==> config.mk <==
export PLATFORM = sky130hd
export DESIGN_NAME = uartPort
export DESIGN_NICKNAME = d
export VERILOG_FILES = /design/src/uartPkg.sv /design/src/byteFifoIf.sv /design/src/baudTickGen.sv /design/src/byteFifo.sv /design/src/uartTrans.sv /design/src/uartRecv.sv /design/src/uartPort.sv
export SDC_FILE = /design/constraint.sdc
export NUM_CORES = 1
export LEC_CHECK = 0
export CAP_MARGIN = 25
export CORE_MARGIN = 2
export CORE_UTILIZATION = 55
export CTS_BUF_LIST = sky130_fd_sc_hd__clkbuf_4 sky130_fd_sc_hd__clkbuf_8 sky130_fd_sc_hd__clkbuf_16
export CTS_CLUSTER_DIAMETER = 50
export DETAILED_ROUTE_END_ITERATION = 8
export DONT_BUFFER_PORTS = 1
export PLACE_DENSITY = 0.67
export SKIP_CTS_REPAIR_TIMING = 1
export SLEW_MARGIN = 15
export SYNTH_ARGS = -nofsm -noshare
export SYNTH_HDL_FRONTEND = slang
export SYNTH_SLANG_ARGS = --single-unit
==> constraint.sdc <==
create_clock -name clk -period 2.9 [get_ports clk]
set_clock_uncertainty 0.15 [all_clocks]
set_input_delay 0.87 -clock clk [delete_from_list [all_inputs] [get_ports clk]]
set_output_delay 0.87 -clock clk [all_outputs]
set_load 0.05 [all_outputs]
==> src/uartPkg.sv <==
////////////////////////////////////////////////////////////
// serial port shared definitions
// frame widths, tick counts and fifo depth defaults
////////////////////////////////////////////////////////////
`default_nettype none

package uartPkg;

	////////////////////////////////////////////////////////////
	// frame format

	parameter int dataBitsDef = 8;		// data bits per frame
	parameter int sbTickDef = 16;		// ticks in stop period, 16 = one stop bit

	// ticks per bit, fixed by the 16x oversampling scheme
	parameter int overSample = 16;

	////////////////////////////////////////////////////////////
	// fifo and baud rate

	parameter int fifoAddrLenDef = 4;	// 2^4 = 16 entries
	parameter int clkPerTickDef = 4;	// short divider for simulation

	////////////////////////////////////////////////////////////
	// payload

	// one data byte, same width in both fifos
	typedef logic [dataBitsDef-1:0] byte_t;

endpackage

`default_nettype wire

==> src/byteFifoIf.sv <==
////////////////////////////////////////////////////////////
// byte fifo bundle
// write side, read side and level flags of one fifo
////////////////////////////////////////////////////////////
`timescale 1ns/1ps
`default_nettype none

interface byteFifoIf;

	logic wr;						// write strobe
	uartPkg::byte_t wrData;		// byte being written
	logic rd;						// read strobe, pops head
	uartPkg::byte_t rdData;		// head byte, valid while !empty
	logic empty;
	logic full;

	// writer side, sees only full
	modport producer (
		output wr, wrData,
		input full
	);

	// reader side
	modport consumer (
		output rd,
		input rdData, empty
	);

	// the fifo itself
	modport storage (
		input wr, wrData, rd,
		output rdData, empty, full
	);

endinterface

`default_nettype wire

==> src/baudTickGen.sv <==
////////////////////////////////////////////////////////////
// baud tick generator
// one-cycle oversampling tick every clkPerTick clocks
////////////////////////////////////////////////////////////
`timescale 1ns/1ps
`default_nettype none

module baudTickGen #(
	parameter int clkPerTick = uartPkg::clkPerTickDef
) (
	input wire logic clk,
	input wire logic reset,
	output logic sTick
);

	// wide enough to hold clkPerTick-1, also for clkPerTick = 1
	localparam int cntLen = $clog2(clkPerTick + 1);

	logic [cntLen-1:0] cntReg;	// modulo counter
	logic wrap;

	assign wrap = (cntReg == cntLen'(clkPerTick - 1));

	always_ff @(posedge clk or posedge reset)
	begin
		if (reset)
		begin
			cntReg <= '0;
			sTick <= 1'b0;
		end
		else
		begin
			if (wrap)
				cntReg <= '0;		// restart period
			else
				cntReg <= cntReg + 1'b1;
			sTick <= wrap;			// registered, one cycle wide
		end
	end

endmodule

`default_nettype wire

==> src/byteFifo.sv <==
////////////////////////////////////////////////////////////
// byte fifo
// first-word-fall-through circular buffer, full and empty
////////////////////////////////////////////////////////////
`timescale 1ns/1ps
`default_nettype none

module byteFifo #(
	parameter int addrLen = uartPkg::fifoAddrLenDef
) (
	input wire logic clk,
	input wire logic reset,
	byteFifoIf.storage q
);

	localparam int depth = 2 ** addrLen;

	uartPkg::byte_t mem [depth];		// storage array

	// one extra bit tells a full wrap from an empty buffer
	logic [addrLen:0] wrPtr;
	logic [addrLen:0] rdPtr;

	logic doWrite;
	logic doRead;

	////////////////////////////////////////////////////////////
	// flags and head

	assign q.empty = (wrPtr == rdPtr);
	assign q.full = (wrPtr[addrLen] != rdPtr[addrLen]) &&
		(wrPtr[addrLen-1:0] == rdPtr[addrLen-1:0]);

	assign q.rdData = mem[rdPtr[addrLen-1:0]];	// fall through, no read latency

	assign doWrite = q.wr && !q.full;		// write while full dropped
	assign doRead = q.rd && !q.empty;		// read while empty ignored

	////////////////////////////////////////////////////////////
	// storage

	always_ff @(posedge clk)
	begin
		if (doWrite)
			mem[wrPtr[addrLen-1:0]] <= q.wrData;
	end

	////////////////////////////////////////////////////////////
	// pointers

	always_ff @(posedge clk or posedge reset)
	begin
		if (reset)
		begin
			wrPtr <= '0;
			rdPtr <= '0;
		end
		else
		begin
			if (doWrite)
				wrPtr <= wrPtr + 1'b1;
			if (doRead)
				rdPtr <= rdPtr + 1'b1;	// both may move in one cycle
		end
	end

endmodule

`default_nettype wire

==> src/uartTrans.sv <==
////////////////////////////////////////////////////////////
// uart transmitter
// pops the tx fifo and sends start, data lsb first, stop
////////////////////////////////////////////////////////////
`timescale 1ns/1ps
`default_nettype none

module uartTrans #(
	parameter int dataBits = uartPkg::dataBitsDef,
	parameter int sbTick = uartPkg::sbTickDef
) (
	input wire logic clk,
	input wire logic reset,
	input wire logic sTick,
	byteFifoIf.consumer txQ,
	output logic tx
);

	// tick counter covers a bit or the stop period, whichever is longer
	localparam int sMax = (sbTick > uartPkg::overSample) ? sbTick : uartPkg::overSample;
	localparam int sLen = $clog2(sMax);
	localparam int nLen = $clog2(dataBits + 1);

	typedef enum logic [1:0] {idle, start, data, stop} state_t;

	state_t stateReg, stateNext;
	logic [sLen-1:0] sReg, sNext;		// tick counter
	logic [nLen-1:0] nReg, nNext;		// data bit counter
	uartPkg::byte_t bReg, bNext;		// shift register, lsb goes out
	logic txReg, txNext;				// registered line
	logic txDoneTick;					// pops the fifo

	assign txQ.rd = txDoneTick;
	assign tx = txReg;

	////////////////////////////////////////////////////////////
	// state registers

	always_ff @(posedge clk or posedge reset)
	begin
		if (reset)
		begin
			stateReg <= idle;
			sReg <= '0;
			nReg <= '0;
			txReg <= 1'b1;		// line idles high
		end
		else
		begin
			stateReg <= stateNext;
			sReg <= sNext;
			nReg <= nNext;
			txReg <= txNext;
		end
	end

	// payload, no reset needed
	always_ff @(posedge clk)
		bReg <= bNext;

	////////////////////////////////////////////////////////////
	// next state logic

	always_comb
	begin
		stateNext = stateReg;
		sNext = sReg;
		nNext = nReg;
		bNext = bReg;
		txNext = txReg;
		txDoneTick = 1'b0;

		case (stateReg)
			idle:
			begin
				txNext = 1'b1;
				if (!txQ.empty)
				begin
					txDoneTick = 1'b1;		// take head this cycle
					bNext = txQ.rdData;
					sNext = '0;
					stateNext = start;
				end
			end
			start:
			begin
				txNext = 1'b0;				// start bit
				if (sTick)
				begin
					if (sReg == sLen'(uartPkg::overSample - 1))
					begin
						sNext = '0;
						nNext = '0;
						stateNext = data;
					end
					else
						sNext = sReg + 1'b1;
				end
			end
			data:
			begin
				txNext = bReg[0];
				if (sTick)
				begin
					if (sReg == sLen'(uartPkg::overSample - 1))
					begin
						sNext = '0;
						bNext = bReg >> 1;		// next bit to lsb
						if (nReg == nLen'(dataBits - 1))
							stateNext = stop;
						else
							nNext = nReg + 1'b1;
					end
					else
						sNext = sReg + 1'b1;
				end
			end
			stop:
			begin
				txNext = 1'b1;
				if (sTick)
				begin
					if (sReg == sLen'(sbTick - 1))
						stateNext = idle;		// next byte may start at once
					else
						sNext = sReg + 1'b1;
				end
			end
			default: stateNext = idle;
		endcase
	end

endmodule

`default_nettype wire

==> src/uartRecv.sv <==
////////////////////////////////////////////////////////////
// uart receiver
// mid-bit sampling, start glitch filter, stop bit check
////////////////////////////////////////////////////////////
`timescale 1ns/1ps
`default_nettype none

module uartRecv #(
	parameter int dataBits = uartPkg::dataBitsDef,
	parameter int sbTick = uartPkg::sbTickDef
) (
	input wire logic clk,
	input wire logic reset,
	input wire logic sTick,
	input wire logic rx,
	byteFifoIf.producer rxQ,
	output logic frameError
);

	localparam int sMax = (sbTick > uartPkg::overSample) ? sbTick : uartPkg::overSample;
	localparam int sLen = $clog2(sMax);
	localparam int nLen = $clog2(dataBits + 1);

	typedef enum logic [1:0] {idle, start, data, stop} state_t;

	state_t stateReg, stateNext;
	logic [sLen-1:0] sReg, sNext;			// tick counter
	logic [nLen-1:0] nReg, nNext;			// data bit counter
	logic [dataBits-1:0] bReg, bNext;		// assembled byte, filled from msb
	logic [1:0] rxSync;						// two-flop synchronizer
	logic rxPrev;							// for falling edge
	logic rxS;
	logic rxDoneTick;						// good frame, write fifo
	logic stopBad;							// stop sample was low
	logic feReg;

	assign rxS = rxSync[1];
	assign rxQ.wr = rxDoneTick;
	assign rxQ.wrData = uartPkg::byte_t'(bReg);
	assign frameError = feReg;

	////////////////////////////////////////////////////////////
	// registers

	always_ff @(posedge clk or posedge reset)
	begin
		if (reset)
		begin
			stateReg <= idle;
			sReg <= '0;
			nReg <= '0;
			rxSync <= 2'b11;		// line idles high
			rxPrev <= 1'b1;
			feReg <= 1'b0;
		end
		else
		begin
			stateReg <= stateNext;
			sReg <= sNext;
			nReg <= nNext;
			rxSync <= {rxSync[0], rx};
			rxPrev <= rxS;
			if (stopBad)
				feReg <= 1'b1;		// sticky until reset
		end
	end

	always_ff @(posedge clk)
		bReg <= bNext;

	////////////////////////////////////////////////////////////
	// next state logic

	always_comb
	begin
		stateNext = stateReg;
		sNext = sReg;
		nNext = nReg;
		bNext = bReg;
		rxDoneTick = 1'b0;
		stopBad = 1'b0;

		case (stateReg)
			idle:
				if (rxPrev && !rxS)		// falling edge only
				begin
					sNext = '0;
					stateNext = start;
				end
			start:
				if (sTick)
				begin
					// half a bit in, check start bit is still low
					if (sReg == sLen'(uartPkg::overSample / 2 - 1))
					begin
						sNext = '0;
						nNext = '0;
						stateNext = rxS ? idle : data;	// high again, glitch
					end
					else
						sNext = sReg + 1'b1;
				end
			data:
				if (sTick)
				begin
					if (sReg == sLen'(uartPkg::overSample - 1))
					begin
						sNext = '0;
						bNext = {rxS, bReg[dataBits-1:1]};	// lsb arrives first
						if (nReg == nLen'(dataBits - 1))
							stateNext = stop;
						else
							nNext = nReg + 1'b1;
					end
					else
						sNext = sReg + 1'b1;
				end
			stop:
				if (sTick)
				begin
					if (sReg == sLen'(sbTick - 1))
					begin
						stateNext = idle;
						rxDoneTick = rxS;		// byte enters fifo next edge
						stopBad = !rxS;
					end
					else
						sNext = sReg + 1'b1;
				end
			default: stateNext = idle;
		endcase
	end

endmodule

`default_nettype wire

==> src/uartPort.sv <==
////////////////////////////////////////////////////////////
// serial port top
// tick generator, tx and rx fifos, transmitter, receiver
////////////////////////////////////////////////////////////
`timescale 1ns/1ps
`default_nettype none

module uartPort #(
	parameter int dataBits = uartPkg::dataBitsDef,
	parameter int sbTick = uartPkg::sbTickDef,
	parameter int clkPerTick = uartPkg::clkPerTickDef,
	parameter int fifoAddrLen = uartPkg::fifoAddrLenDef
) (
	input wire logic clk,
	input wire logic reset,
	input wire logic wr,						// processor write strobe
	input wire uartPkg::byte_t wrData,
	input wire logic rd,						// processor read strobe
	input wire logic rx,						// serial in
	output uartPkg::byte_t rdData,
	output logic txFull,
	output logic txEmpty,
	output logic rxFull,
	output logic rxEmpty,
	output logic frameError,
	output logic tx							// serial out
);

	logic sTick;

	byteFifoIf txQ();		// processor to transmitter
	byteFifoIf rxQ();		// receiver to processor

	////////////////////////////////////////////////////////////
	// processor side

	assign txQ.wr = wr;
	assign txQ.wrData = wrData;
	assign rxQ.rd = rd;
	assign rdData = rxQ.rdData;

	// status levels
	assign txFull = txQ.full;
	assign txEmpty = txQ.empty;
	assign rxFull = rxQ.full;
	assign rxEmpty = rxQ.empty;

	////////////////////////////////////////////////////////////
	// blocks

	baudTickGen #(.clkPerTick(clkPerTick)) tickGen (
		.clk(clk),
		.reset(reset),
		.sTick(sTick)
	);

	byteFifo #(.addrLen(fifoAddrLen)) txFifo (.clk(clk), .reset(reset), .q(txQ));
	byteFifo #(.addrLen(fifoAddrLen)) rxFifo (.clk(clk), .reset(reset), .q(rxQ));

	uartTrans #(.dataBits(dataBits), .sbTick(sbTick)) trans (
		.clk(clk),
		.reset(reset),
		.sTick(sTick),
		.txQ(txQ),
		.tx(tx)
	);

	uartRecv #(.dataBits(dataBits), .sbTick(sbTick)) recv (
		.clk(clk),
		.reset(reset),
		.sTick(sTick),
		.rx(rx),
		.rxQ(rxQ),
		.frameError(frameError)
	);

endmodule

`default_nettype wire

==> impl_results.md <==
* Slew HR at 43.14%
* Period utilization at 113.5%
* CTS Sinks at 321
* Leakage power total at 5.420 nW
* Post-synth top area share at 62.08%
* Synthesized area at 13,160 um2
* TritonCTS clock tree: done
* Share of layout cells above drive strength 1 at 26.97%
* Die footprint at 25,170 um2
* Largest cells by area after synthesis: edfxtp_1, mux4_2, dfrtp_1, mux2i_1, ha_1
* Total Wirelength at 24,690 um
* Vias in the first global route at 7,005
* Post-detailed-route wirelength per cell at 21.34 um
* Root Buffer: clkbuf_16
* Violated checks: setup timing
* Fillers at 1,573
* Fin cells at 1,157
* Chip width at 158.7 um
* Mapped Cells at 751
* Synth cell types at 54
* Num rows at 56
* Tmin final at 3.292 ns
* Crit Path Max Fanout at 10
* Core area at 23,470 um2
* Top_reg_cell synth: edfxtp_1
* Peak VDD IR at 0.0006420 V
* Clock slew at reported path FFs at 0.06 ns
* EDFF count, synth at 272
* Number of port buffers at 0
* Worst setup EP type: output port
* Post-placement cell count at 1,085
* Htree depth at 2
* Nets at 844
* N_diodes at 0
* Post-route ant nets at 0
* Avg Cell Area, Syn at 17.52 um2
* Dpl ws at -0.007109 ns
* TritonCTS Buffers at 35
* RR Endpoint: rxFifo.mem[5][1]
* Clk buf depth at 3
* Power per Cell Area at 847.3 nW/um2
* Detailed Place HPWL at 16,270 um
* Seq/Total Area, Yosys at 71.44%
* Mapped Nets at 783
* Hold path depth at 0
* Cell with the most instances after synthesis: edfxtp_1
* Synthesized flop and latch total at 321
* Drt pass-1 iters at 4
* Top post-synthesis cells by count: edfxtp_1, mux4_2, dfrtp_1, nand2_1, nor2_1
* Reg area at 9405 um2
* Data arrival, critical path at 2.27 ns
* R2r worst-path depth at 7
* Slew of the pin with the lowest slew margin at 0.8529 ns
* Crit Path Category: reg2out
* Cell Area, Placed at 13,970 um2
* GP Congestion at 0.7733
* Post-synth top area cell: edfxtp_1
* First-pass GRT wire length at 38,300 um
* Finished Cell Area at 15,310 um2
* Unrepaired setup endpoints after global routing: true
* WHS at 0.1949 ns
* Vias at 6,730
* Worst Hold Class: reg2reg
* Setup crit start kind: register
* Worst-Skew Late Latency at 0.52 ns
* Ys async rst share at 15.26%
* Gr usage total at 20.50%
* Die span in y at 158.7 um
* Area of the multi-input gates at 3598 um2
* DRT iter0 DRCs at 428
* Synth-to-Final Area Change at 16.41%
* PnR worst setup slack at -0.3919 ns
* Initial Util at 56.05%
* Max Freq at 303.8 MHz
* Initial antenna violation count at 0
* Hold Path Sink: recv.rxSync[1]
* Worst Hold Launch: recv.rxSync[0]
* Setup_tns at -3.207 ns
* Setup violations, final at 10
* Status: complete, but fails checks
* R2R Setup Slk at 0.11 ns
* Total congestion overflow at 0
* Final Max Tran Viols at 0
* # Max-Cap Violations at 0
* Worst EP required at 1.88 ns
* R2r startpoint: rxFifo.rdPtr[0]
* Largest net degree at the start of global routing at 35
* Final Hold Vio Count at 0
* Vias per cell at 5.817
* Ys Warns at 0
* DR DRC count at 0
* Io pins at 27
power by group:
group	internal (mW)	total [mW]	switching, mW
clock	2.60	4.30	1.71
sequential	5.28	5.48	0.199
combinational	1.57	3.19	1.63
placed cells by master, fill, tap and decap left out, types with 3 or more instances in the layout:
cell | netlist | routed
dfstp_2 | 4 | 4
buf_4 | 3 | 42
nor3_1 | 7 | 7
ha_1 | 19 | 19
dfrtp_1 | 45 | 42
clkinv_1 | 0 | 5
clkbuf_4 | 0 | 10
a211oi_2 | 0 | 5
inv_1 | 19 | 18
nor2_1 | 33 | 32
nand4_1 | 8 | 8
mux4_2 | 57 | 57
and2_1 | 4 | 4
a211oi_1 | 8 | 3
buf_12 | 1 | 17
o21a_1 | 3 | 3
inv_6 | 0 | 3
clkbuf_16 | 0 | 36
nand2_1 | 36 | 36
a21oi_1 | 24 | 16
a22o_1 | 3 | 3
mux2_2 | 3 | 3
and3_2 | 0 | 10
xnor2_1 | 19 | 17
and3_1 | 17 | 7
mux2i_1 | 29 | 24
nand2b_1 | 3 | 3
mux2i_4 | 0 | 3
a21oi_2 | 0 | 8
buf_6 | 2 | 4
nor2b_1 | 18 | 18
a2111oi_1 | 6 | 6
clkinvlp_4 | 0 | 3
o21ai_0 | 25 | 25
nand3_1 | 11 | 11
edfxtp_1 | 272 | 272
o22ai_1 | 6 | 6
xor2_1 | 9 | 9
worst max-delay path: stages (launching register included):
cell and delay (ns):
dfrtp_2 0.41, buf_12 0.15, buf_12 0.15, mux4_2 0.51, a211oi_2 0.27, a21oi_2 0.09
buf_12 0.17
stage by stage:
step | utilization (%) | total power, mW
final | 65.25 | 12.98
after global routing | 65.25 | 13.48
after CTS | 64.38 | 12.85
after detailed placement | 59.52 | 8.550
after global placement | 59.52 | 8.460
after floorplan | - | 7.420
registers in the layout, summed over array words and instances, names as in the netlist, 5 cells and up, named ones only:
register         count
trans.bReg           8
txFifo.mem         128
recv.rxQ.wrData      8
rxFifo.wrPtr         5
rxFifo.rdPtr         5
rxFifo.mem         128
txFifo.rdPtr         5
txFifo.wrPtr         5
cell type report:
class	instances	area share, %
Sequential cell	321	61.41
Tap cell	319	2.606
Clock buffer	47	6.462
Inverter	19	0.4657
Clock inverter	16	0.9804
Multi-Input combinational cell	372	23.50
Timing Repair Buffer	63	4.575
worst max path at each step:
stage,startpoint,endpoint,slack [ns],cells after the start
final,rxFifo.rdPtr[0],rdData[5],-0.39,6
after global routing,rxFifo.rdPtr[0],rdData[5],-0.49,6
after CTS,rxFifo.rdPtr[0],rdData[3],-0.56,7
after detailed placement,rxFifo.rdPtr[0],rdData[3],-0.007,7
after global placement,rxFifo.rdPtr[0],rdData[3],0.01,7
after floorplan,rxFifo.rdPtr[0],rdData[0],0.01,6
metal layers:
metal / GRT usage (%) / vias to the layer above / routed length (um)
li1: - / 3060 / -
met1: 24.79 / 3478 / 9825
met2: 37.56 / 155 / 13410
met3: 3.157 / 37 / 937
met4: 7.036 / 0 / 514
met5: 0 / - / 0
kinds of logic (layout without fill, tap and decap cells):
family,after synthesis,in the layout,synth area share (%)
AND/OR/NAND/NOR,145,145,5.506
buffers and inverters,58,145,2.235
adder cells (fa/ha/maj),19,19,1.807
flip-flops,321,321,71.44
XOR/XNOR,28,28,1.864
multiplexers,92,92,12.71
AO/OA/AOI/OAI,88,88,4.441
Note: power is estimated with default switching activity, not from simulation.
